--- src/design/cpu_pkg.sv ---
`default_nettype none

package cpu_pkg;

  // ****************************************
  // widths with a meaning
  // ****************************************
  typedef logic [31:0] word_t;
  typedef logic [3:0]  reg_addr_t;
  typedef logic [5:0]  imem_addr_t;
  typedef logic [5:0]  dmem_addr_t;

  typedef struct packed {
    logic n;
    logic z;
    logic c;
    logic v;
  } flags_t;

  localparam int IMEM_DEPTH = 64;
  localparam int DMEM_DEPTH = 64;
  localparam reg_addr_t LINK_REG = 4'd14;  // bl return address

  // instruction field positions
  localparam int COND_LSB = 28;
  localparam int CLS_LSB  = 25;
  localparam int BL_BIT   = 24;  // link bit of the branch class
  localparam int U_BIT    = 23;  // offset up / down
  localparam int OP_LSB   = 21;
  localparam int S_BIT    = 20;
  localparam int L_BIT    = 20;  // load / store, same bit as s
  localparam int RN_LSB   = 16;
  localparam int RD_LSB   = 12;
  localparam int ROT_LSB  = 8;
  localparam int RM_LSB   = 0;

  // data processing opcodes
  localparam logic [3:0] OP_AND = 4'b0000;
  localparam logic [3:0] OP_EOR = 4'b0001;
  localparam logic [3:0] OP_SUB = 4'b0010;
  localparam logic [3:0] OP_ADD = 4'b0100;
  localparam logic [3:0] OP_CMP = 4'b1010;
  localparam logic [3:0] OP_ORR = 4'b1100;
  localparam logic [3:0] OP_MOV = 4'b1101;

  localparam logic [3:0] COND_EQ = 4'b0000;
  localparam logic [3:0] COND_NE = 4'b0001;
  localparam logic [3:0] COND_AL = 4'b1110;

  // bits 27:25
  localparam logic [2:0] CLS_DP_REG = 3'b000;
  localparam logic [2:0] CLS_DP_IMM = 3'b001;
  localparam logic [2:0] CLS_MEM    = 3'b010;
  localparam logic [2:0] CLS_BRANCH = 3'b101;

  // ****************************************
  // pipeline registers
  // ****************************************
  typedef struct packed {
    logic  valid;
    word_t pc;
    word_t inst;
  } if_id_t;

  typedef struct packed {
    logic  valid;
    word_t pc;
    word_t inst;
    word_t rn_val;
    word_t rm_val;  // rd value for str
  } id_ex_t;

  typedef struct packed {
    logic      valid;
    logic      wb_en;
    logic      is_load;
    reg_addr_t rd;
    word_t     data;
  } ex_wb_t;

endpackage

`default_nettype wire
--- src/design/fetch.sv ---
`timescale 1ns/10ps
`default_nettype none

module fetch (
  input  wire                      clk,
  input  wire                      rst_i,
  input  wire                      stall_i,
  input  wire                      flush_i,
  input  wire                      branch_i,
  input  wire cpu_pkg::word_t      target_i,
  input  wire                      imem_we_i,
  input  wire cpu_pkg::imem_addr_t imem_addr_i,
  input  wire cpu_pkg::word_t      imem_data_i,
  output cpu_pkg::if_id_t          if_id_o
);

  cpu_pkg::word_t      imem [cpu_pkg::IMEM_DEPTH];
  cpu_pkg::word_t      pc;
  cpu_pkg::imem_addr_t pc_idx;

  assign pc_idx = pc[7:2];  // word address

  // program load port
  always_ff @(posedge clk) begin
    if (imem_we_i) begin
      imem[imem_addr_i] <= imem_data_i;
    end
  end

  always_ff @(posedge clk) begin
    if (rst_i) begin
      pc <= '0;
    end else if (branch_i) begin
      pc <= target_i;
    end else if (!stall_i) begin
      pc <= pc + 32'd4;
    end
  end

  always_ff @(posedge clk) begin
    if (rst_i) begin
      if_id_o.valid <= 1'b0;
    end else if (flush_i) begin
      if_id_o.valid <= 1'b0;
    end else if (!stall_i) begin
      if_id_o.valid <= 1'b1;
      if_id_o.pc    <= pc;
      if_id_o.inst  <= imem[pc_idx];
    end
  end

endmodule

`default_nettype wire

--- config.mk ---
export PLATFORM = sky130hd
export DESIGN_NAME = fetch
export DESIGN_NICKNAME = d
export VERILOG_FILES = /design/src/design/cpu_pkg.sv /design/src/design/fetch.sv
export SDC_FILE = /design/constraint.sdc
export NUM_CORES = 2
export LEC_CHECK = 0
export BUFFER_PORTS_ARGS = -buffer_cell sky130_fd_sc_hd__buf_2
export CAP_MARGIN = 20
export CORE_ASPECT_RATIO = 1.75
export CORE_MARGIN = 3
export CORE_UTILIZATION = 35
export DETAILED_ROUTE_END_ITERATION = 8
export PLACE_DENSITY = 0.46
export SLEW_MARGIN = 15
export SYNTH_ARGS = -nofsm -noshare
export SYNTH_HDL_FRONTEND = slang
export SYNTH_SLANG_ARGS = --single-unit
--- constraint.sdc ---
create_clock -name clk -period 12.2 [get_ports clk]
set_input_delay 1.22 -clock clk [delete_from_list [all_inputs] [get_ports clk]]
set_output_delay 1.22 -clock clk [all_outputs]
set_load 0.02 [all_outputs]
Word-level counts from Yosys, hierarchy flattened
Memories as Yosys holds them, arrays and structs flattened. A register that Yosys moved wholly into a read port is not among the register bits. Index checks and enable logic that the tools add are counted.

Output and inout bits: 65. Word-level logic and storage cells: 15. Register bits: 65. Memories kept: 1. Bits in writable memories: 2048. Input port bits: 76.

Memory list: imem (words 64, bits a word 32, read ports 1, clocked after Yosys merged registers in 1, write ports 1, line fetch.sv:17) `cpu_pkg::word_t imem [cpu_pkg::IMEM_DEPTH];`.

Eq/ne operators: 1. Reductions and logical operators: 2. Add/subtract/negate cells: 1. Bitwise gates (word level): 3. Multiplexer cells: 4.

Operators with widths (count): $mux W32 (2); $add A32 B3 Y32 const B (1); $not A1 Y1 (3); $reduce_and A3 Y1 (1); $mux W1 (2); $ne A2 B1 Y1 const B (1); $reduce_or A2 Y1 (1).

Logic depth before layout (Yosys ltp)
Depth in word-level cells: 3. Gate-level depth with buffers: 12. Depth with buffers taken out: 6.

Worst setup path after synthesis
No wires, ideal clock.

Path type: input port to flip-flop. Start: input rst_i. End: register, netlist name if_id_o[0]. Required time: 11.636 ns. Stages: 3. Slack: 5.660 ns. Arrival time: 5.975 ns. Library setup time: 0.564 ns. Path buffers: 2. Path through: clkbuf_1 -> clkbuf_1 -> nor3_1.

Word-level cells in the longest chain between the ends: 2.

RTL lines: start, declared (line fetch.sv:6) `input wire rst_i,`; $not A1 Y1 (no line); $reduce_and A3 Y1 (no line).

No other way between the ends. A chain may end at the register's enable or synchronous reset.

==> impl_metrics.json <==
{
  "first_pass_iters": 7,
  "busiest_layer": "met2",
  "setup_violations": 0,
  "synth-seq-cells": 2145,
  "period_needed_ns": 4.65,
  "synthArstFlopShare_pct": 0,
  "p_leak_nw": 28.3,
  "via_per_inst": 5.43,
  "cts_setup_buffers": 0,
  "grt_usage_pct": 20.3,
  "start_util_pct": 35.3,
  "core_area_um2": 233000,
  "synth_edf_count": 2112,
  "synthesis.instances": 3619,
  "layout_setup_ws_ns": 7.55,
  "pin_count": 141,
  "vias": 38777,
  "rows": 234,
  "grt_max_degree": 94,
  "clkSlewWorstSetupHoldPaths_ns": 0.07,
  "synthFlopType": "edfxtp_1",
  "relSlewSlack_pct": 33.5,
  "synth_nets": 3696,
  "grt_pass1_vias": 41114,
  "critPathArrivalTime_ns": 5.18,
  "cp_slowest_cell": "dfxtp_4",
  "area_delta_synth_final_pct": 14.2,
  "timing.final.hold_violations": 0,
  "dr.first_iter.drc_count": 3620,
  "crit_family": "buffers and inverters",
  "dieWidth_um": 372,
  "crit_type": "flip-flop to flip-flop",
  "detailedPlacementHpwl_um": 131000,
  "use_met1_pct": 24.8,
  "drive_above_1_share_pct": 30.6,
  "drt_wl_total_um": 244000,
  "power_density_nw_per_um2": 165,
  "fin_setup_tns_ns": 0,
  "outcome": "complete, no violations",
  "clkSinkCount": 2145,
  "clk_latency_ns": 0.85,
  "yosysWarnings": 0,
  "grtUsageMet2_pct": 38.1,
  "htree_levels": 4,
  "maxCapViolCount": 0,
  "cp_max_fo": 84,
  "path_common_cell": "mux4_2",
  "drc_errors": 0,
  "period_share_pct": 38.1,
  "cts_tree": "built",
  "ys_seq_area_share_pct": 77.9,
  "gp_congestion": 0.751,
  "crit_chain": "buf_4 -> buf_12 -> mux4_2 -> mux4_2 -> a22oi_1 -> o21ai_1",
  "antenna_left": 0,
  "worst_pin_slew_ns": 0.995,
  "drv_slew": 0,
  "clock_path_buffers": 4,
  "synth_area_um2": 82200,
  "worstPathRequired_ns": 12.74,
  "grt_setup_unrepaired": "false",
  "antenna_found_initial": 11,
  "design_area_um2": 93900,
  "cts_buffers": 200,
  "cts_resized": 0,
  "cp_slowest_stage_delay_ns": 0.81,
  "cp-end-kind": "flip-flop",
  "dpl_cell_area_um2": 87400,
  "die_area_um2": 241000,
  "skew_ns": 0.0454,
  "synth_cell_type_count": 62,
  "hp-class": "flip-flop to flip-flop",
  "ir_worst_vdd_mv": 0.116,
  "ctsRootBufferMaster": "clkbuf_16",
  "place_ws_ns": 7.33,
  "overflow": 0,
  "port_buffers": 140,
  "fmax_ghz": 0.215,
  "critPathBufInv": 2,
  "use_met3_pct": 2.15,
  "grt_pass1_wl_um": 337000,
  "syn_avg_cell_area_um2": 22.7,
  "die_h_um": 647,
  "ctsHoldBuffers": 0,
  "worst_setup_path_start_kind": "flip-flop",
  "wl_per_cell_um": 34.2,
  "fin_nets": 3984
}
==> final timing paths <==
kind	to	slack, ns	depth (start not counted)	startpoint
max	if_id_o[3]	7.55	6	pc[2]
min	if_id_o[32]	0.44	0	pc[0]
max reg2reg	if_id_o[3]	7.55	6	pc[2]
min reg2reg	if_id_o[32]	0.44	0	pc[0]
==> worst register-to-register path, stage by stage, from the launching register on <==
cell and delay [ns]:
dfxtp_4 0.81, buf_4 0.74, buf_12 0.57, mux4_2 0.77, mux4_2 0.54, a22oi_1 0.72
o21ai_1 0.18
==> synthesized netlist by cell type, drive strengths merged, types with 15 or more instances <==
cell type  instances  area share [%]
a2111oi           17            0.18
a211oi            29            0.28
a21oi             39            0.24
buf              140             1.1
clkbuf            60            0.27
dfxtp             33            0.80
edfxtp          2112              77
mux2              26            0.36
mux2i            107             1.3
mux4             544              15
nand2            116            0.53
nand3             15           0.091
nor2             134            0.61
nor3              19            0.14
o211ai            16            0.15
o21ai             15           0.091
o22ai             20            0.15
xnor2             20            0.21
==> flip-flops by register name, summed over array words and instances, names as in the netlist <==
register / cells
pc: 32
imem: 2048
if_id_o: 65
==> stage by stage <==
stage                     utilization (%)  cells  hold WS [ns]  total power [W]
final                                40.4   7136         0.443           0.0155
after floorplan                         -   3619         0.403          0.00887
after CTS                            40.3   7132         0.449           0.0157
after detailed placement             37.5   6772         0.421          0.00930
after global placement               37.5   6770         0.418          0.00929
after global routing                 40.3   7134         0.454           0.0160
==> layout make-up <==
| type | count | area (um2) |
|---|---|---|
| repair buffers | 286 | 1900 |
| clock buffers | 231 | 5260 |
| diodes | 3 | 7.51 |
| flip-flops and latches | 2145 | 64100 |
| well taps | 3068 | 3840 |
| clock inverters | 129 | 1270 |
| fillers | 20468 | 139000 |
| inverters | 8 | 31.3 |
| multi-input cells | 1266 | 17500 |
==> cells by family after synthesis <==
kind of cell	count (synthesis)	share of synthesized area, %
AO/OA/AOI/OAI	202	1.76
XOR/XNOR	25	0.266
adder cells (fa/ha/maj)	1	0.0152
buffers and inverters	208	1.39
flip-flops	2145	77.9
multiplexers	677	16.6
AND/OR/NAND/NOR	361	2.06
==> placed cells by master, fill, tap and decap left out, types with 11 or more instances in the layout <==
master	count
nand3_1	15
bufinv_16	25
a22oi_1	13
buf_4	140
o22ai_1	19
dfxtp_1	27
clkinv_2	44
mux2i_1	107
nor3_1	12
o211ai_1	16
a21oi_1	39
xnor2_1	20
clkinv_1	43
nand2_1	116
a2111oi_0	13
mux4_2	544
edfxtp_1	2112
nor2_4	62
clkbuf_16	206
a211oi_1	24
nor2_1	71
o21ai_1	11
o221ai_1	13
buf_2	138
mux2_2	26
clkbuf_1	24
nand3b_1	13
==> power breakdown <==
group          leakage (nW)  switching (W)  internal (W)
logic                  5.78       0.000561      0.000345
clock network          3.20        0.00275       0.00361
registers              19.3      0.0000410       0.00816
==> per-layer routing <==
| layer | up-vias | wire length (um) | share of wire [%] |
|---|---|---|---|
| met1 | 21684 | 93700 | 38 |
| met4 | 6 | 5820 | 2.4 |
| met3 | 294 | 9440 | 3.9 |
| li1 | 15869 | - | - |
| met2 | 924 | 135000 | 55 |
| met5 | - | 35 | 0.014 |
Note: power is estimated with default switching activity, not from simulation.
