[src/design/cpu_pkg.sv]
`default_nettype none

package cpu_pkg;

  // ****************************************
  // widths with a meaning
  // ****************************************
  typedef logic [31:0] word_t;
  typedef logic [3:0]  reg_addr_t;
  typedef logic [5:0]  imem_addr_t;
  typedef logic [5:0]  dmem_addr_t;

  typedef struct packed {
    logic n;
    logic z;
    logic c;
    logic v;
  } flags_t;

  localparam int IMEM_DEPTH = 64;
  localparam int DMEM_DEPTH = 64;
  localparam reg_addr_t LINK_REG = 4'd14;  // bl return address

  // instruction field positions
  localparam int COND_LSB = 28;
  localparam int CLS_LSB  = 25;
  localparam int BL_BIT   = 24;  // link bit of the branch class
  localparam int U_BIT    = 23;  // offset up / down
  localparam int OP_LSB   = 21;
  localparam int S_BIT    = 20;
  localparam int L_BIT    = 20;  // load / store, same bit as s
  localparam int RN_LSB   = 16;
  localparam int RD_LSB   = 12;
  localparam int ROT_LSB  = 8;
  localparam int RM_LSB   = 0;

  // data processing opcodes
  localparam logic [3:0] OP_AND = 4'b0000;
  localparam logic [3:0] OP_EOR = 4'b0001;
  localparam logic [3:0] OP_SUB = 4'b0010;
  localparam logic [3:0] OP_ADD = 4'b0100;
  localparam logic [3:0] OP_CMP = 4'b1010;
  localparam logic [3:0] OP_ORR = 4'b1100;
  localparam logic [3:0] OP_MOV = 4'b1101;

  localparam logic [3:0] COND_EQ = 4'b0000;
  localparam logic [3:0] COND_NE = 4'b0001;
  localparam logic [3:0] COND_AL = 4'b1110;

  // bits 27:25
  localparam logic [2:0] CLS_DP_REG = 3'b000;
  localparam logic [2:0] CLS_DP_IMM = 3'b001;
  localparam logic [2:0] CLS_MEM    = 3'b010;
  localparam logic [2:0] CLS_BRANCH = 3'b101;

  // ****************************************
  // pipeline registers
  // ****************************************
  typedef struct packed {
    logic  valid;
    word_t pc;
    word_t inst;
  } if_id_t;

  typedef struct packed {
    logic  valid;
    word_t pc;
    word_t inst;
    word_t rn_val;
    word_t rm_val;  // rd value for str
  } id_ex_t;

  typedef struct packed {
    logic      valid;
    logic      wb_en;
    logic      is_load;
    reg_addr_t rd;
    word_t     data;
  } ex_wb_t;

endpackage

`default_nettype wire
[src/design/pipeline_ctrl.sv]
`timescale 1ns/10ps
`default_nettype none

module pipeline_ctrl (
  input  wire                     clk,
  input  wire                     rst_i,
  input  wire cpu_pkg::if_id_t    if_id_i,
  input  wire cpu_pkg::id_ex_t    id_ex_next_i,
  input  wire cpu_pkg::reg_addr_t ex_dest_i,
  input  wire                     ex_writes_i,
  input  wire cpu_pkg::reg_addr_t src_a_i,
  input  wire cpu_pkg::reg_addr_t src_b_i,
  input  wire                     src_b_used_i,
  input  wire                     branch_i,
  output logic                    stall_o,
  output logic                    flush_o,
  output cpu_pkg::id_ex_t         id_ex_o
);

  logic [2:0] cls;
  logic [3:0] opcode;
  logic       is_dp;
  logic       src_a_used;
  logic       hit_a;
  logic       hit_b;
  logic       hazard;

  assign cls    = if_id_i.inst[cpu_pkg::CLS_LSB +: 3];
  assign opcode = if_id_i.inst[cpu_pkg::OP_LSB +: 4];
  assign is_dp  = (cls == cpu_pkg::CLS_DP_REG) || (cls == cpu_pkg::CLS_DP_IMM);

  // branches and mov never read rn, so no false stall on them
  assign src_a_used = (cls != cpu_pkg::CLS_BRANCH) && !(is_dp && (opcode == cpu_pkg::OP_MOV));

  // ****************************************
  // hazard against the writer in execute
  // ****************************************
  assign hit_a  = src_a_used && (src_a_i == ex_dest_i);
  assign hit_b  = src_b_used_i && (src_b_i == ex_dest_i);
  assign hazard = if_id_i.valid && ex_writes_i && (hit_a || hit_b);

  // a taken branch wins, the stalled instruction is discarded anyway
  assign stall_o = hazard && !branch_i;
  assign flush_o = branch_i;

  always_ff @(posedge clk) begin
    if (rst_i) begin
      id_ex_o.valid <= 1'b0;
    end else begin
      id_ex_o <= id_ex_next_i;
      if (hazard || branch_i) begin
        id_ex_o.valid <= 1'b0;  // bubble into execute
      end
    end
  end

endmodule

`default_nettype wire

[config.mk]
export PLATFORM = sky130hd
export DESIGN_NAME = pipeline_ctrl
export DESIGN_NICKNAME = d
export VERILOG_FILES = /design/src/design/cpu_pkg.sv /design/src/design/pipeline_ctrl.sv
export SDC_FILE = /design/constraint.sdc
export NUM_CORES = 1
export LEC_CHECK = 0
export ABC_AREA = 0
export ABC_CLOCK_PERIOD_IN_PS = 3790
export BUFFER_PORTS_ARGS = -buffer_cell sky130_fd_sc_hd__buf_2
export CAP_MARGIN = 20
export CORE_AREA = 2 2 132 134
export CTS_BUF_LIST = sky130_fd_sc_hd__clkbuf_4 sky130_fd_sc_hd__clkbuf_8
export CTS_CLUSTER_DIAMETER = 150
export DETAILED_ROUTE_END_ITERATION = 8
export DIE_AREA = 0 0 134 136
export PLACE_DENSITY = 0.58
export SYNTH_ARGS = -nofsm -noshare
export SYNTH_HDL_FRONTEND = slang
export SYNTH_SLANG_ARGS = --single-unit
[constraint.sdc]
create_clock -name clk -period 3.79 [get_ports clk]
set_clock_uncertainty 0.05 [all_clocks]
set_input_delay 0.1895 -clock clk [delete_from_list [all_inputs] [get_ports clk]]
set_output_delay 0.1895 -clock clk [all_outputs]
set_load 0.01 [all_outputs]
## Yosys cells after proc, flatten, opt, wreduce, memory -nomap -nowiden

Cells that the tools add are included.
Widths: inputs -> output; s select.

- Memories kept: 0
- Memory bits (read-only): 0
- Memory bits (writable): 0
- Bits in registers: 129
- Logic and storage cells: 24
- Bits in latches: 0
- Output and inout port bits: 131

- Magnitude comparators: 0
- Bitwise gates (word level): 0
- Div/mod/pow operators: 0
- Add/sub/neg operators: 0
- Multiply operators: 0
- Equality and inequality tests: 5
- Reduce and logical (&&, ||, !) cells: 14
- Multiplexer cells: 0
- Shifts and indexed selects: 0

Operators with widths:

| cell | count |
|---|---|
| $eq 4x4->1 | 2 |
| $logic_and 1x1->1 | 7 |
| $eq 4x4->1 const B | 1 |
| $eq 3x1->1 const B | 1 |
| $logic_not 3->1 | 1 |
| $logic_or 1x1->1 | 3 |
| $ne 3x3->1 const B | 1 |
| $logic_not 1->1 | 2 |
| $reduce_or 2->1 | 1 |

## Longest topological paths before layout

- Depth in word-level cells: 10
- Depth in mapped cells: 4
- Gate-level depth less buffers: 4

## Least setup slack after synthesis

OpenSTA, ideal clock, no wires.

- Path type: input-to-reg
- Start point: in rst_i
- End point: reg id_ex_o[0] in the netlist's numbering (enable)
- Cell stages on the path: 1
- Data required time: 3.260 ns
- Arrival: 2.661 ns
- Setup time: 0.480 ns
- Path slack: 0.598 ns
- Cells stage by stage: inv_1

RTL lines:

| element | line | RTL |
|---|---|---|
| start, declared | pipeline_ctrl.sv:6 | `input wire rst_i,` |
| end signal, assigned | pipeline_ctrl.sv:50 | `id_ex_o <= id_ex_next_i;` |
| end, declared | pipeline_ctrl.sv:17 | `output cpu_pkg::id_ex_t id_ex_o` |

No word-level cell between the ends.

## Worst setup path in the final report

- Start point: in rst_i
- End point: reg id_ex_o[75] in the netlist's numbering (enable)

No word-level cell between the ends.

==> impl_metrics.json <==
{
  "start_kind": "input port",
  "firstDrtPassIters": 4,
  "largest_reg_flops": 129,
  "required_ps": 3840,
  "cpPeakStageDelay_ps": 620,
  "setup_viol": 0,
  "hold_viol": 0,
  "cp.depth": 3,
  "cts_max_level": 4,
  "ant_nets": 0,
  "avgSynthCellArea_um2": 26.77,
  "routabilityCongestion": 0.8022,
  "cp.arrival_ps": 1400,
  "final_common_cell": "buf_2",
  "ys_seq_area_share_pct": 96.23,
  "cts_max_path_buffers": 2,
  "synth_cell_type_count": 14,
  "crit_fanout": 68,
  "wirelength_mm": 11.91,
  "fin_crit_ps": 1357,
  "p_leak_nw": 3.180,
  "setup_slack_ps": 2433,
  "slew_viol_final": 0,
  "dieArea_mm2": 0.01822,
  "cts_made_buffers": 17,
  "initial_core_util_pct": 23.79,
  "crit_start": "rst_i",
  "crit_type": "in -> reg",
  "top_regs": "id_ex_o: 129 flops",
  "holdBufCountCts": 129,
  "drc": 0,
  "grt_pass1_vias": 3300,
  "pre_cts_slack_ps": 2002,
  "crit_chain": "buf_2 -> inv_4 -> buf_12",
  "ioPinCount": 342,
  "dpl.hpwl_mm": 7.413,
  "finalCritPeriodShare_pct": 35.80,
  "cts_tree": "done",
  "die_w_um": 134,
  "drive_gt1_share_pct": 53.28,
  "regMostFlops": "id_ex_o",
  "mostFrequentLayoutCells": "284 x buf_2, 129 x dlygate4sd3_1, 128 x edfxtp_1, 17 x clkbuf_8, 8 x xnor2_1",
  "gr-usage-met2_pct": 23.73,
  "grt.met3_usage_pct": 4.661,
  "run_status": "finished clean",
  "vias": 3128,
  "synthesis.instances": 150,
  "holdWs_ps": 46.70,
  "grt_antenna_before_repair": 0,
  "clk_pin_slew_ps": 80,
  "fmax_ghz": 0.7371,
  "syn_area_mm2": 0.004015,
  "num-nets-final": 793,
  "synth_fp_nets": 361,
  "min_path_type": "in -> reg",
  "grt_util_all_layers_pct": 12.52,
  "syn_to_final_growth_pct": 85.42,
  "grt_pass1_wl_mm": 16.75,
  "drtIter0Drc": 76,
  "die_y_um": 136,
  "max_cap_viol_count": 0,
  "num_antenna_cells": 0,
  "rsz0062_at_grt": "false",
  "worstPathBufferInverterCount": 3,
  "core-area_mm2": 0.01688,
  "post_cts_resize_count": 0,
  "fillers": 1511,
  "overflow": 0,
  "cp-end-kind": "flop",
  "p_per_area_mw_per_mm2": 452.0,
  "cts_setup_buffers": 0,
  "viasPerCell": 3.815,
  "crit_path_end": "id_ex_o[75]",
  "slew_headroom_pct": 40.18,
  "io_buffer_count": 284,
  "met1_usage_pct": 11.98,
  "ys_ff_latch": 129,
  "clock_sinks": 129,
  "irDropWorstVdd_mv": 0.1882,
  "critical_path.top_delay_family": "buffers and inverters",
  "grt_max_degree": 69,
  "wire_per_inst_um": 14.52,
  "cts-root-buf": "clkbuf_8",
  "ys.warnings.count": 0,
  "num_rows": 48,
  "worstMarginPinSlew_ps": 897.3,
  "finalSetupTns_ps": 0,
  "grt.busiest_layer": "met2",
  "slowest_stage": "inv_4"
}
cell type report:
cell class | instances | area [um^2] | area share, %
inverters | 1 | 6.256 | 0.08403
repair buffers | 414 | 2733 | 36.71
multi-input cells | 19 | 140.1 | 1.882
flip-flops and latches | 129 | 3864 | 51.90
clock buffers | 18 | 241.5 | 3.244
well taps | 225 | 281.5 | 3.782
clock inverters | 14 | 178.9 | 2.403
how the worst min path moves through the flow:
| stage | start | to | slack, ps | cells past startpoint |
|---|---|---|---|---|
| after floorplan | id_ex_next_i[0] | id_ex_o[0] | 240 | 0 |
| after global placement | id_ex_next_i[71] | id_ex_o[71] | 320 | 1 |
| after detailed placement | id_ex_next_i[41] | id_ex_o[41] | 320 | 1 |
| after CTS | rst_i | id_ex_o[128] | 10 | 3 |
| after global routing | rst_i | id_ex_o[128] | 8 | 3 |
| final | rst_i | id_ex_o[128] | 50 | 3 |
tightest hold or removal path, cell delays in order:
cell     delay, ps
buf_2          110
nor2_1          50
o211a_1        130
metal layers:
layer	part of all wire [%]	routed length, um	vias up
met5	0	0	-
met4	2.0	243	0
met3	8.1	970	18
met2	54	6384	183
met1	36	4313	1461
li1	-	-	1466
per-stage QoR:
stage	area [um^2]	utilization [%]	std cells	total power, mW
after detailed placement	5733	33.97	659	2.052
after global placement	5733	33.97	659	2.045
after floorplan	4015	-	150	1.853
final	7445	44.11	820	3.365
after CTS	7445	44.11	820	3.403
after global routing	7445	44.11	820	3.502
Yosys cell counts:
cell	count	share of area, %
inv_1	1	0.093
nand3b_1	1	0.19
nand2_1	2	0.19
nand3_1	2	0.25
o211a_1	1	0.25
o22a_1	1	0.22
nor3_1	1	0.12
buf_4	1	0.19
nor2_1	1	0.093
edfxtp_1	128	96
o311ai_1	1	0.22
dfxtp_1	1	0.50
nand4b_1	1	0.22
xnor2_1	8	1.7
cell families after synthesis:
family                    after synthesis  synth area share, %
AOI/OAI and AO/OA                       3               0.6857
xor gates and xnor gates                8                1.745
buffers and inverters                   2               0.2804
DFF                                   129                96.23
and+or+nand+nor                         8                1.060
power by group:
| part | switching (mW) | total [mW] | internal [mW] |
|---|---|---|---|
| logic | 0.182 | 0.405 | 0.223 |
| clock network | 0.572 | 1.24 | 0.668 |
| registers | 0.0281 | 1.72 | 1.69 |
No activity file was read; power rests on OpenSTA's default activity.
