--- src/design/cpu_pkg.sv ---
`default_nettype none

package cpu_pkg;

  // ****************************************
  // widths with a meaning
  // ****************************************
  typedef logic [31:0] word_t;
  typedef logic [3:0]  reg_addr_t;
  typedef logic [5:0]  imem_addr_t;
  typedef logic [5:0]  dmem_addr_t;

  typedef struct packed {
    logic n;
    logic z;
    logic c;
    logic v;
  } flags_t;

  localparam int IMEM_DEPTH = 64;
  localparam int DMEM_DEPTH = 64;
  localparam reg_addr_t LINK_REG = 4'd14;  // bl return address

  // instruction field positions
  localparam int COND_LSB = 28;
  localparam int CLS_LSB  = 25;
  localparam int BL_BIT   = 24;  // link bit of the branch class
  localparam int U_BIT    = 23;  // offset up / down
  localparam int OP_LSB   = 21;
  localparam int S_BIT    = 20;
  localparam int L_BIT    = 20;  // load / store, same bit as s
  localparam int RN_LSB   = 16;
  localparam int RD_LSB   = 12;
  localparam int ROT_LSB  = 8;
  localparam int RM_LSB   = 0;

  // data processing opcodes
  localparam logic [3:0] OP_AND = 4'b0000;
  localparam logic [3:0] OP_EOR = 4'b0001;
  localparam logic [3:0] OP_SUB = 4'b0010;
  localparam logic [3:0] OP_ADD = 4'b0100;
  localparam logic [3:0] OP_CMP = 4'b1010;
  localparam logic [3:0] OP_ORR = 4'b1100;
  localparam logic [3:0] OP_MOV = 4'b1101;

  localparam logic [3:0] COND_EQ = 4'b0000;
  localparam logic [3:0] COND_NE = 4'b0001;
  localparam logic [3:0] COND_AL = 4'b1110;

  // bits 27:25
  localparam logic [2:0] CLS_DP_REG = 3'b000;
  localparam logic [2:0] CLS_DP_IMM = 3'b001;
  localparam logic [2:0] CLS_MEM    = 3'b010;
  localparam logic [2:0] CLS_BRANCH = 3'b101;

  // ****************************************
  // pipeline registers
  // ****************************************
  typedef struct packed {
    logic  valid;
    word_t pc;
    word_t inst;
  } if_id_t;

  typedef struct packed {
    logic  valid;
    word_t pc;
    word_t inst;
    word_t rn_val;
    word_t rm_val;  // rd value for str
  } id_ex_t;

  typedef struct packed {
    logic      valid;
    logic      wb_en;
    logic      is_load;
    reg_addr_t rd;
    word_t     data;
  } ex_wb_t;

endpackage

`default_nettype wire
--- src/design/reg_file.sv ---
`timescale 1ns/10ps
`default_nettype none

module reg_file (
  input  wire                     clk,
  input  wire                     rst_i,
  input  wire cpu_pkg::reg_addr_t ra_i,
  input  wire cpu_pkg::reg_addr_t rb_i,
  output cpu_pkg::word_t          rdata_a_o,
  output cpu_pkg::word_t          rdata_b_o,
  input  wire cpu_pkg::reg_addr_t dbg_addr_i,
  output cpu_pkg::word_t          dbg_data_o,
  input  wire                     we_i,
  input  wire cpu_pkg::reg_addr_t wa_i,
  input  wire cpu_pkg::word_t     wd_i
);

  cpu_pkg::word_t regs [16];

  always_ff @(posedge clk) begin
    if (rst_i) begin
      for (int i = 0; i < 16; i++) begin
        regs[i] <= '0;
      end
    end else if (we_i) begin
      regs[wa_i] <= wd_i;
    end
  end

  // write-through, decode sees the value retiring this cycle
  assign rdata_a_o = (we_i && (wa_i == ra_i)) ? wd_i : regs[ra_i];
  assign rdata_b_o = (we_i && (wa_i == rb_i)) ? wd_i : regs[rb_i];

  assign dbg_data_o = regs[dbg_addr_i];

endmodule

`default_nettype wire

--- config.mk ---
export PLATFORM = sky130hd
export DESIGN_NAME = reg_file
export DESIGN_NICKNAME = d
export VERILOG_FILES = /design/src/design/cpu_pkg.sv /design/src/design/reg_file.sv
export SDC_FILE = /design/constraint.sdc
export NUM_CORES = 1
export LEC_CHECK = 0
export BUFFER_PORTS_ARGS = -buffer_cell sky130_fd_sc_hd__buf_2
export CORE_MARGIN = 2
export CORE_UTILIZATION = 25
export CTS_CLUSTER_SIZE = 10
export DETAILED_ROUTE_END_ITERATION = 8
export PLACE_DENSITY = 0.43
export SETUP_SLACK_MARGIN = 0.15
export SLEW_MARGIN = 25
export SYNTH_ARGS = -nofsm -noshare
export SYNTH_HDL_FRONTEND = slang
export SYNTH_SLANG_ARGS = --single-unit
export TNS_END_PERCENT = 10
--- constraint.sdc ---
create_clock -name clk -period 6.5 [get_ports clk]
set_input_delay 1.3 -clock clk [delete_from_list [all_inputs] [get_ports clk]]
set_output_delay 1.3 -clock clk [all_outputs]
set_load 0.01 [all_outputs]
Word level (Yosys, flattened, before mapping)
Memory sizes are Yosys's and may differ from the RTL's.
Cells that the tools add are included.
{"block": "classes", "n_eq_ne": 2, "n_mux": 10, "reduce_logical": 3}
{"cell": "32-bit two-way mux", "count": 3}
{"cell": "32-bit OR reduction", "count": 1}
{"cell": "4-bit == test", "count": 2}
{"cell": "1-bit two-way mux", "count": 6}
{"cell": "4-bit two-way mux", "count": 1}
{"cell": "1-bit logical AND", "count": 2}
{"block": "totals", "ff_bits": 0, "ram_bits": 512, "inputBits": 51, "word_cells": 16, "mem_count": 1}
{"name": "regs", "words": 16, "width": 32, "read_ports": 3, "rd_ports_with_merged_regs": 0, "wr": 16, "line": "reg_file.sv:18", "source": "cpu_pkg::word_t regs [16];"}

Longest topological paths before layout
Gate-level depths: netlist (run 1).
{"block": "depth", "word_depth": 5, "mapped_depth": 7}

Worst setup path after synthesis (run 1)
No wires, ideal clock.
{"block": "synth_timing", "path_kind": "input port to output port", "from": "input rb_i[0]", "to": "output rdata_b_o[10]", "arrival_time_ns": 2.996, "required_time_ns": 5.200, "setup_slack_ns": 2.204, "path_stages": 7, "n_path_buf": 3, "path_cell_list": "clkbuf_1 buf_2 buf_2 mux4_2 a22oi_1 nand2_1 mux2_2"}
{"block": "synth_between", "elab_chain_cells": 3}
{"item": "start, declared", "line": "reg_file.sv:8", "source": "input wire cpu_pkg::reg_addr_t rb_i,"}
{"item": "parallel branches: the longest is 2 deep, another holds memory read 16 x 32 bit"}
{"item": "32-bit two-way mux *", "line": "reg_file.sv:32", "source": "assign rdata_b_o = (we_i && (wa_i == rb_i)) ? wd_i : regs[rb_i];"}
{"item": "end, declared", "line": "reg_file.sv:10", "source": "output cpu_pkg::word_t rdata_b_o,"}
Mark *: on every way between the ends.

Worst setup path after layout (run 1)
{"block": "layout_timing", "from": "input rb_i[1]", "to": "output rdata_b_o[5]"}
Same word-level chain as after synthesis.

==> results of run 1 <==
==> power breakdown <==
| group | leakage [nW] | internal (mW) | switching (mW) |
|---|---|---|---|
| sequential | 4.88 | 3.83 | 0.137 |
| combinational | 6.14 | 0.665 | 0.799 |
| clock | 0.847 | 1.81 | 1.41 |
==> Yosys cell counts, types with 6 or more instances <==
library cell               number
sky130_fd_sc_hd__buf_2         49
sky130_fd_sc_hd__buf_1          9
sky130_fd_sc_hd__mux4_2       418
sky130_fd_sc_hd__xor2_1         6
sky130_fd_sc_hd__or2_2         16
sky130_fd_sc_hd__and2_1       512
sky130_fd_sc_hd__nand2_1       66
sky130_fd_sc_hd__nor2_1        14
sky130_fd_sc_hd__edfxtp_1     512
sky130_fd_sc_hd__clkbuf_1     150
sky130_fd_sc_hd__mux2_2        64
sky130_fd_sc_hd__a22oi_1      124
==> per-stage QoR <==
stage / utilization / hold WS, ns
floorplan: - / 1.50
global placement: 0.274 / 1.78
detailed placement: 0.274 / 1.80
CTS: 0.288 / 1.09
global route: 0.288 / 1.15
finish: 0.289 / 1.15
==> worst paths after layout <==
check,slack [ns],from,endpoint
max,1.49,rb_i[1],rdata_b_o[5]
min,1.15,wd_i[28],regs[8][28]
==> critical path, delay by kind of cell <==
family / cells / cell delay [ns]
compound gates: 1 / 0.32
buf+inv: 3 / 1.17
mux: 2 / 0.67
simple gates: 1 / 0.16
==> final cells by class <==
type,instances,area [um2]
antenna,3,7.51
clock buffer,77,1630
clock inverter,13,114
fill,12366,88000
multi-input combinational,1240,15100
sequential,512,15400
tap,1637,2050
timing repair buffer,219,1450
==> layer usage <==
| metal | up-vias | track usage | part of all wire |
|---|---|---|---|
| met2 | 956 | 0.326 | 0.49 |
| met4 | 12 | 0.0555 | 0.030 |
| met5 | - | 0 | 0.00060 |
| met1 | 10745 | 0.253 | 0.41 |
| li1 | 7983 | - | - |
| met3 | 222 | 0.0398 | 0.076 |
==> cell families (layout without fill, tap and decap cells) <==
logic type	Yosys count	in the layout	synth area share
AOI/OAI and AO/OA	124	124	0.0299
xor gates and xnor gates	8	8	0.00225
buffers and inverters	209	309	0.0274
DFF	512	512	0.494
muxes	482	482	0.326
other	0	3	0
and+or+nand+nor	626	626	0.120
==> results.txt, run 1 <==
----------------------------------------------------
[Clock network]
  Count of buffers added by post-CTS timing repair for setup ... 0
  CTS root buf ... sky130_fd_sc_hd__clkbuf_16
  Cts repair resizes ... 0
  Level count of the clock H-tree ... 2
  Number of CTS-inserted buffers ... 61
  Number of sinks on the clock net ... roughly 500
  CTS tree ... yes
  Number of buffers added to fix hold violations after cts ... 0
  Number of buffers between clock root and the deepest sink ... 3
  Clock slew at the register clock pins of the worst setup and hold paths ... 0.06 ns

[Timing]
  Final-report max-slew violation count ... 0
  Final critical delay including setup and external delays ... around 5 ns
  Total Negative Setup Slacks ... 0 ns
  Setup violators final ... 0
  Least-Margin Pin Slew ... 1.14 ns
  Max-Slew Margin vs Limit ... 0.239
  Unrepaired setup endpoints after global routing ... false
  Post-route fraction of the period consumed by the critical path ... 0.770
  Final count of hold timing violations ... 0
  Setup ws final ... 1.49 ns
  Achievable frequency ... around 200 MHz

[Synthesis]
  Biggest area contributors in the synthesized netlist ... sky130_fd_sc_hd__edfxtp_1, sky130_fd_sc_hd__mux4_2, sky130_fd_sc_hd__and2_1
  Post-synth EDFFs ... slightly above 500
  Post-synth top area share ... 0.494
  Sequential element share of the synthesized area ... 0.494
  Area leader, netlist ... sky130_fd_sc_hd__edfxtp_1
  Mapped Avg Cell Area ... between 15 and 20 um2
  Cells after synthesis ... between 1,500 and 2,000
  Count of warnings emitted by yosys ... 0
  Flip-flop and latch count after synthesis ... roughly 510
  Post-Synthesis Net Count ... 2,012
  Cell Area, Synth ... ~31,000 um2
  Async set or reset register ratio after synthesis ... 0
  Synth Flop Type ... sky130_fd_sc_hd__edfxtp_1
  Number of distinct library cells after synthesis ... 22

[Final layout]
  Leading cell types in the layout, fill and taps excluded ... sky130_fd_sc_hd__and2_1, sky130_fd_sc_hd__edfxtp_1, sky130_fd_sc_hd__mux4_2, sky130_fd_sc_hd__buf_2, sky130_fd_sc_hd__a22oi_1
  Post-layout instance count excluding filler cells ... 3,701
  Share of final-layout standard cells stronger than drive strength 1 ... 0.394
  Post-synthesis to final-layout area growth ... 14.7%
  Top Registers ... regs (512)
  Count of nets after finishing ... 2,085
  Total non-filler cell area in the finished layout ... roughly 36,000 um2
  Flip-flop count of the largest register, all copies and words added ... around 500
  Register with the most flip-flops ... regs

[Job]
  # Max-Cap Violations ... 0

[Power and ir drop]
  Standby leakage power ... 11.9 nW
  Total design power ... 8.65 mW
  Areal power density over the cells ... between 200 and 250 nW/um2
  Max rail drop VDD ... approximately 0.23 mV

[Die]
  Y dimension of the die ... between 300 and 400 um
  Starting density of the core ... 0.252
  Die Width ... ~360 um
  Ports placed on the boundary ... 147
  Number of standard-cell rows in the floorplan ... 129
  Die Footprint ... ~130,000 um2
  Core Footprint ... 124,000 um2

[GRT]
  Pin count of the biggest net entering global routing ... 67
  First-pass GRT wire length ... between 150,000 and 200,000 um
  Number of global-route vias before repair ... approximately 21,000
  Antenna violations before repair ... 19
  Overall routing resource usage ... 0.194
  Grt ovf ... 0

[Place]
  Final GP Congestion ... about 0.77
  Instance area at placement ... 33,900 um2
  HPWL after detailed placement ... 71,000 um
  Pre-CTS setup slack ... between 1.5 and 2 ns
  Port buffer count ... 146
  Placed instance count ... between 3,000 and 4,000

[Setup path]
  CP max FO ... between 40 and 50
  Largest incremental delay on the critical path ... ~0.56 ns
  Arrival @ worst endpoint ... ~3.7 ns
  CP Cell Sequence ... buf_6, buf_4, mux4_2, a22oi_1, nand2_1, mux2_2, buf_2
  Critical path data required time ... between 5 and 6 ns
  Kind of start point of the critical path ... primary input
  Cell with the biggest individual delay on the critical path ... sky130_fd_sc_hd__buf_4
  Worst Setup End Kind ... output port
  Class of the most critical setup path ... in -> out

[Route]
  Total vias in the final route ... 19,918
  Pre-antenna DRT Iters ... 5
  Remaining routing DRC violations ... 0
  Post-DR wirelength/cell ... around 34 um
  Antenna viol nets, final ... 0
  Final WL ... roughly 120,000 um
  DR vias/cell ... 5.38
  Number of violations reported at the end of detailed-routing iteration 0 ... about 2,400

[Worst hold path]
  Number of cells traversed by the worst hold path ... 2
  Hold WC Path Type ... in -> reg

[Run status]
  Result of the run ... complete, no violations

----------------------------------------------------
Power figures use the tool's default switching activity.
==> inputs of run 2 (changes only) <==
--- a/config.mk
+++ b/config.mk
@@ -5,6 +5,7 @@
 export SDC_FILE = /design/constraint.sdc
 export NUM_CORES = 1
 export LEC_CHECK = 0
+export ABC_AREA = 1
 export BUFFER_PORTS_ARGS = -buffer_cell sky130_fd_sc_hd__buf_2
 export CORE_MARGIN = 2
 export CORE_UTILIZATION = 25
==> constraint.sdc (replaced) <==
create_clock -name clk -period 4.7 [get_ports clk]
set_input_delay 0.94 -clock clk [delete_from_list [all_inputs] [get_ports clk]]
set_output_delay 0.94 -clock clk [all_outputs]
set_load 0.01 [all_outputs]
==> run 2 against run 1 <==
Against the previous run: final cell count increased by 78%; utilization fell by 0.38 points; wire length rose by 33%; sequential power increased by 39%; first-iteration DRC count up 74%; global-route usage is 3.6 points higher; critical path type unchanged; setup slack got worse by 0.89 ns; sequential cell count unchanged; via count increased by 71%; combinational power is 61% higher.
==> results.txt, run 2 <==
----------------------------------------------------
[Run status]
  Result of the run ... complete, no violations

[Synthesis]
  Top post-synthesis cells by count ... sky130_fd_sc_hd__nand2_1, sky130_fd_sc_hd__nand3_1, sky130_fd_sc_hd__nor2_1, sky130_fd_sc_hd__edfxtp_1, sky130_fd_sc_hd__inv_1
  Sequential element share of the synthesized area ... 0.451
  Library cell with the highest instance count after synthesis ... sky130_fd_sc_hd__nand2_1
  Cells after synthesis ... about 4,800
  Flip-flop and latch count after synthesis ... ~510
  Post-synth EDFFs ... slightly above 500
  Area leader, netlist ... sky130_fd_sc_hd__edfxtp_1
  Mapped Avg Cell Area ... around 7.0 um2
  Biggest area contributors in the synthesized netlist ... sky130_fd_sc_hd__edfxtp_1, sky130_fd_sc_hd__nand2_1, sky130_fd_sc_hd__nand3_1
  Async set or reset register ratio after synthesis ... 0
  Cell Area, Synth ... approximately 34,000 um2
  Synth Flop Type ... sky130_fd_sc_hd__edfxtp_1
  Count of warnings emitted by yosys ... 0
  Number of distinct library cells after synthesis ... 19
  Post-Synthesis Net Count ... 4,894
  Post-synth top area share ... 0.451

[Final layout]
  Leading cell types in the layout, fill and taps excluded ... sky130_fd_sc_hd__nand2_1, sky130_fd_sc_hd__nand3_1, sky130_fd_sc_hd__nor2_1, sky130_fd_sc_hd__edfxtp_1, sky130_fd_sc_hd__inv_1
  Share of final-layout standard cells stronger than drive strength 1 ... 0.0809
  Flip-flop count of the largest register, all copies and words added ... between 500 and 600
  Top Registers ... regs (512)
  Most common cell after layout, fill and taps aside ... sky130_fd_sc_hd__nand2_1
  Inserted Diodes ... 0
  Post-synthesis to final-layout area growth ... 13.1%
  End-of-flow core utilization ... 0.285
  Count of nets after finishing ... a little under 5,000
  Register with the most flip-flops ... regs

[Route]
  DR vias/cell ... 5.18
  Remaining routing DRC violations ... 0
  Post-DR wirelength/cell ... ~25 um
  Pre-antenna DRT Iters ... 8
  Number of violations reported at the end of detailed-routing iteration 0 ... between 4,000 and 5,000
  Final WL ... ~170,000 um
  Total vias in the final route ... between 30,000 and 40,000
  Antenna viol nets, final ... 0

[GRT]
  Pin count of the biggest net entering global routing ... 129
  First-pass GRT wire length ... around 240,000 um
  Antenna violations before repair ... 8
  Overall routing resource usage ... 0.230
  Grt ovf ... 0
  Number of global-route vias before repair ... between 30,000 and 40,000

[Timing]
  Final-report max-slew violation count ... 0
  Achievable frequency ... 244 MHz
  Post-route fraction of the period consumed by the critical path ... 0.872
  Least-Margin Pin Slew ... about 1.0 ns
  Setup violators final ... 0
  Max-Slew Margin vs Limit ... 0.299
  Final count of hold timing violations ... 0
  Final critical delay including setup and external delays ... ~4 ns
  Unrepaired setup endpoints after global routing ... false
  Total Negative Setup Slacks ... 0 ns

[Setup path]
  Class of the most critical setup path ... in -> out
  Critical path data required time ... 3.76 ns
  Critical Path Start ... rb_i[1]
  CP max FO ... 128
  Worst Setup End Kind ... output port
  Arrival @ worst endpoint ... 3.16 ns
  Kind of start point of the critical path ... primary input
  Critical Path End ... rdata_b_o[15]

[Clock network]
  Clock slew at the register clock pins of the worst setup and hold paths ... 0.06 ns
  Number of buffers added to fix hold violations after cts ... 0
  Level count of the clock H-tree ... 3
  Cts repair resizes ... 0
  CTS root buf ... sky130_fd_sc_hd__clkbuf_16
  CTS tree ... yes
  Number of buffers between clock root and the deepest sink ... 3
  Count of buffers added by post-CTS timing repair for setup ... 0
  Number of sinks on the clock net ... roughly 510
  Number of CTS-inserted buffers ... between 60 and 70

[Die]
  Die Width ... between 300 and 400 um
  Die Footprint ... between 100,000 and 150,000 um2
  Core Footprint ... ~140,000 um2
  Ports placed on the boundary ... approximately 150
  Y dimension of the die ... around 370 um
  Starting density of the core ... 0.252
  Number of standard-cell rows in the floorplan ... 135

[Power and ir drop]
  Max rail drop VDD ... ~0.22 mV
  Total design power ... about 13 mW
  Areal power density over the cells ... 332 nW/um2
  Standby leakage power ... roughly 17 nW

[Place]
  Final GP Congestion ... between 0.8 and 0.9
  Port buffer count ... 146
  HPWL after detailed placement ... 87,600 um

[Job]
  # Max-Cap Violations ... 0

[Worst hold path]
  Hold WC Path Type ... in -> reg

----------------------------------------------------
## run 2: changes by cell type after synthesis, sizes merged, moves of 11 or more
cell,before,now
nand3,0,964
or2,16,0
a21oi,0,130
o21ai,0,130
and2,514,0
o211ai,0,128
nor2,14,519
a22oi,124,0
buf,59,249
inv,0,314
mux2,64,0
nand2,66,1726
mux4,418,0
clkbuf,150,161
## run 2: how the worst min path moves through the flow
stage | from | end | slack [ns] | cells after the start
floorplan | wd_i[0] | regs[0][0] | 1.22 | 2
global placement | wa_i[2] | regs[8][0] | 1.55 | 4
detailed placement | wa_i[2] | regs[8][0] | 1.56 | 4
CTS | wd_i[17] | regs[3][17] | 0.90 | 3
global route | wa_i[2] | regs[8][0] | 0.94 | 4
finish | wd_i[17] | regs[0][17] | 0.92 | 3
## run 2: power breakdown
part	leakage (nW)	internal [mW]	switching, mW
sequential	4.88	5.30	0.209
clock	0.974	2.80	2.13
combinational	10.9	0.660	1.69
## run 2: metrics by stage
step	instance area, um2	hold WS [ns]	setup WS, ns	cells
CTS	38600	0.900	0.653	6587
finish	38600	0.922	0.603	6587
global route	38600	0.937	0.501	6587
floorplan	34100	1.22	1.78	4843
global placement	36600	1.55	0.678	6470
detailed placement	36600	1.56	0.657	6470
## run 2: cells by family (layout without fill, tap and decap cells)
| group | after synthesis | count (layout) | share of synthesized area |
|---|---|---|---|
| AND/OR/NAND/NOR | 3215 | 3215 | 0.390 |
| buffers and inverters | 724 | 687 | 0.0916 |
| flip-flops | 512 | 512 | 0.451 |
| AO/OA/AOI/OAI | 392 | 392 | 0.0671 |
## run 2: cell type report
cell class                 instances  area (um2)
clock buffer                      90        1850
clock inverter                    27         143
fill                           14748       96900
inverter                         314        1210
multi-input combinational       3607       15700
sequential                       512       15400
tap                             1781        2230
timing repair buffer             256        2070
## run 2: critical path: stages
cell,delay (ns)
sky130_fd_sc_hd__buf_6,0.19
sky130_fd_sc_hd__inv_6,0.17
sky130_fd_sc_hd__buf_12,0.69
sky130_fd_sc_hd__nand3_1,0.17
sky130_fd_sc_hd__nand3_1,0.13
sky130_fd_sc_hd__nand2_1,0.07
sky130_fd_sc_hd__nand2_1,0.10
sky130_fd_sc_hd__nand2_1,0.19
sky130_fd_sc_hd__nand2_1,0.11
sky130_fd_sc_hd__nand2_1,0.06
sky130_fd_sc_hd__buf_2,0.13
## run 2: routing by layer
| metal | global-route usage | wire, um |
|---|---|---|
| met1 | 0.320 | 72100 |
| met4 | 0.0788 | 5580 |
| met3 | 0.0442 | 15100 |
| met5 | 0 | 55 |
| met2 | 0.357 | 72600 |
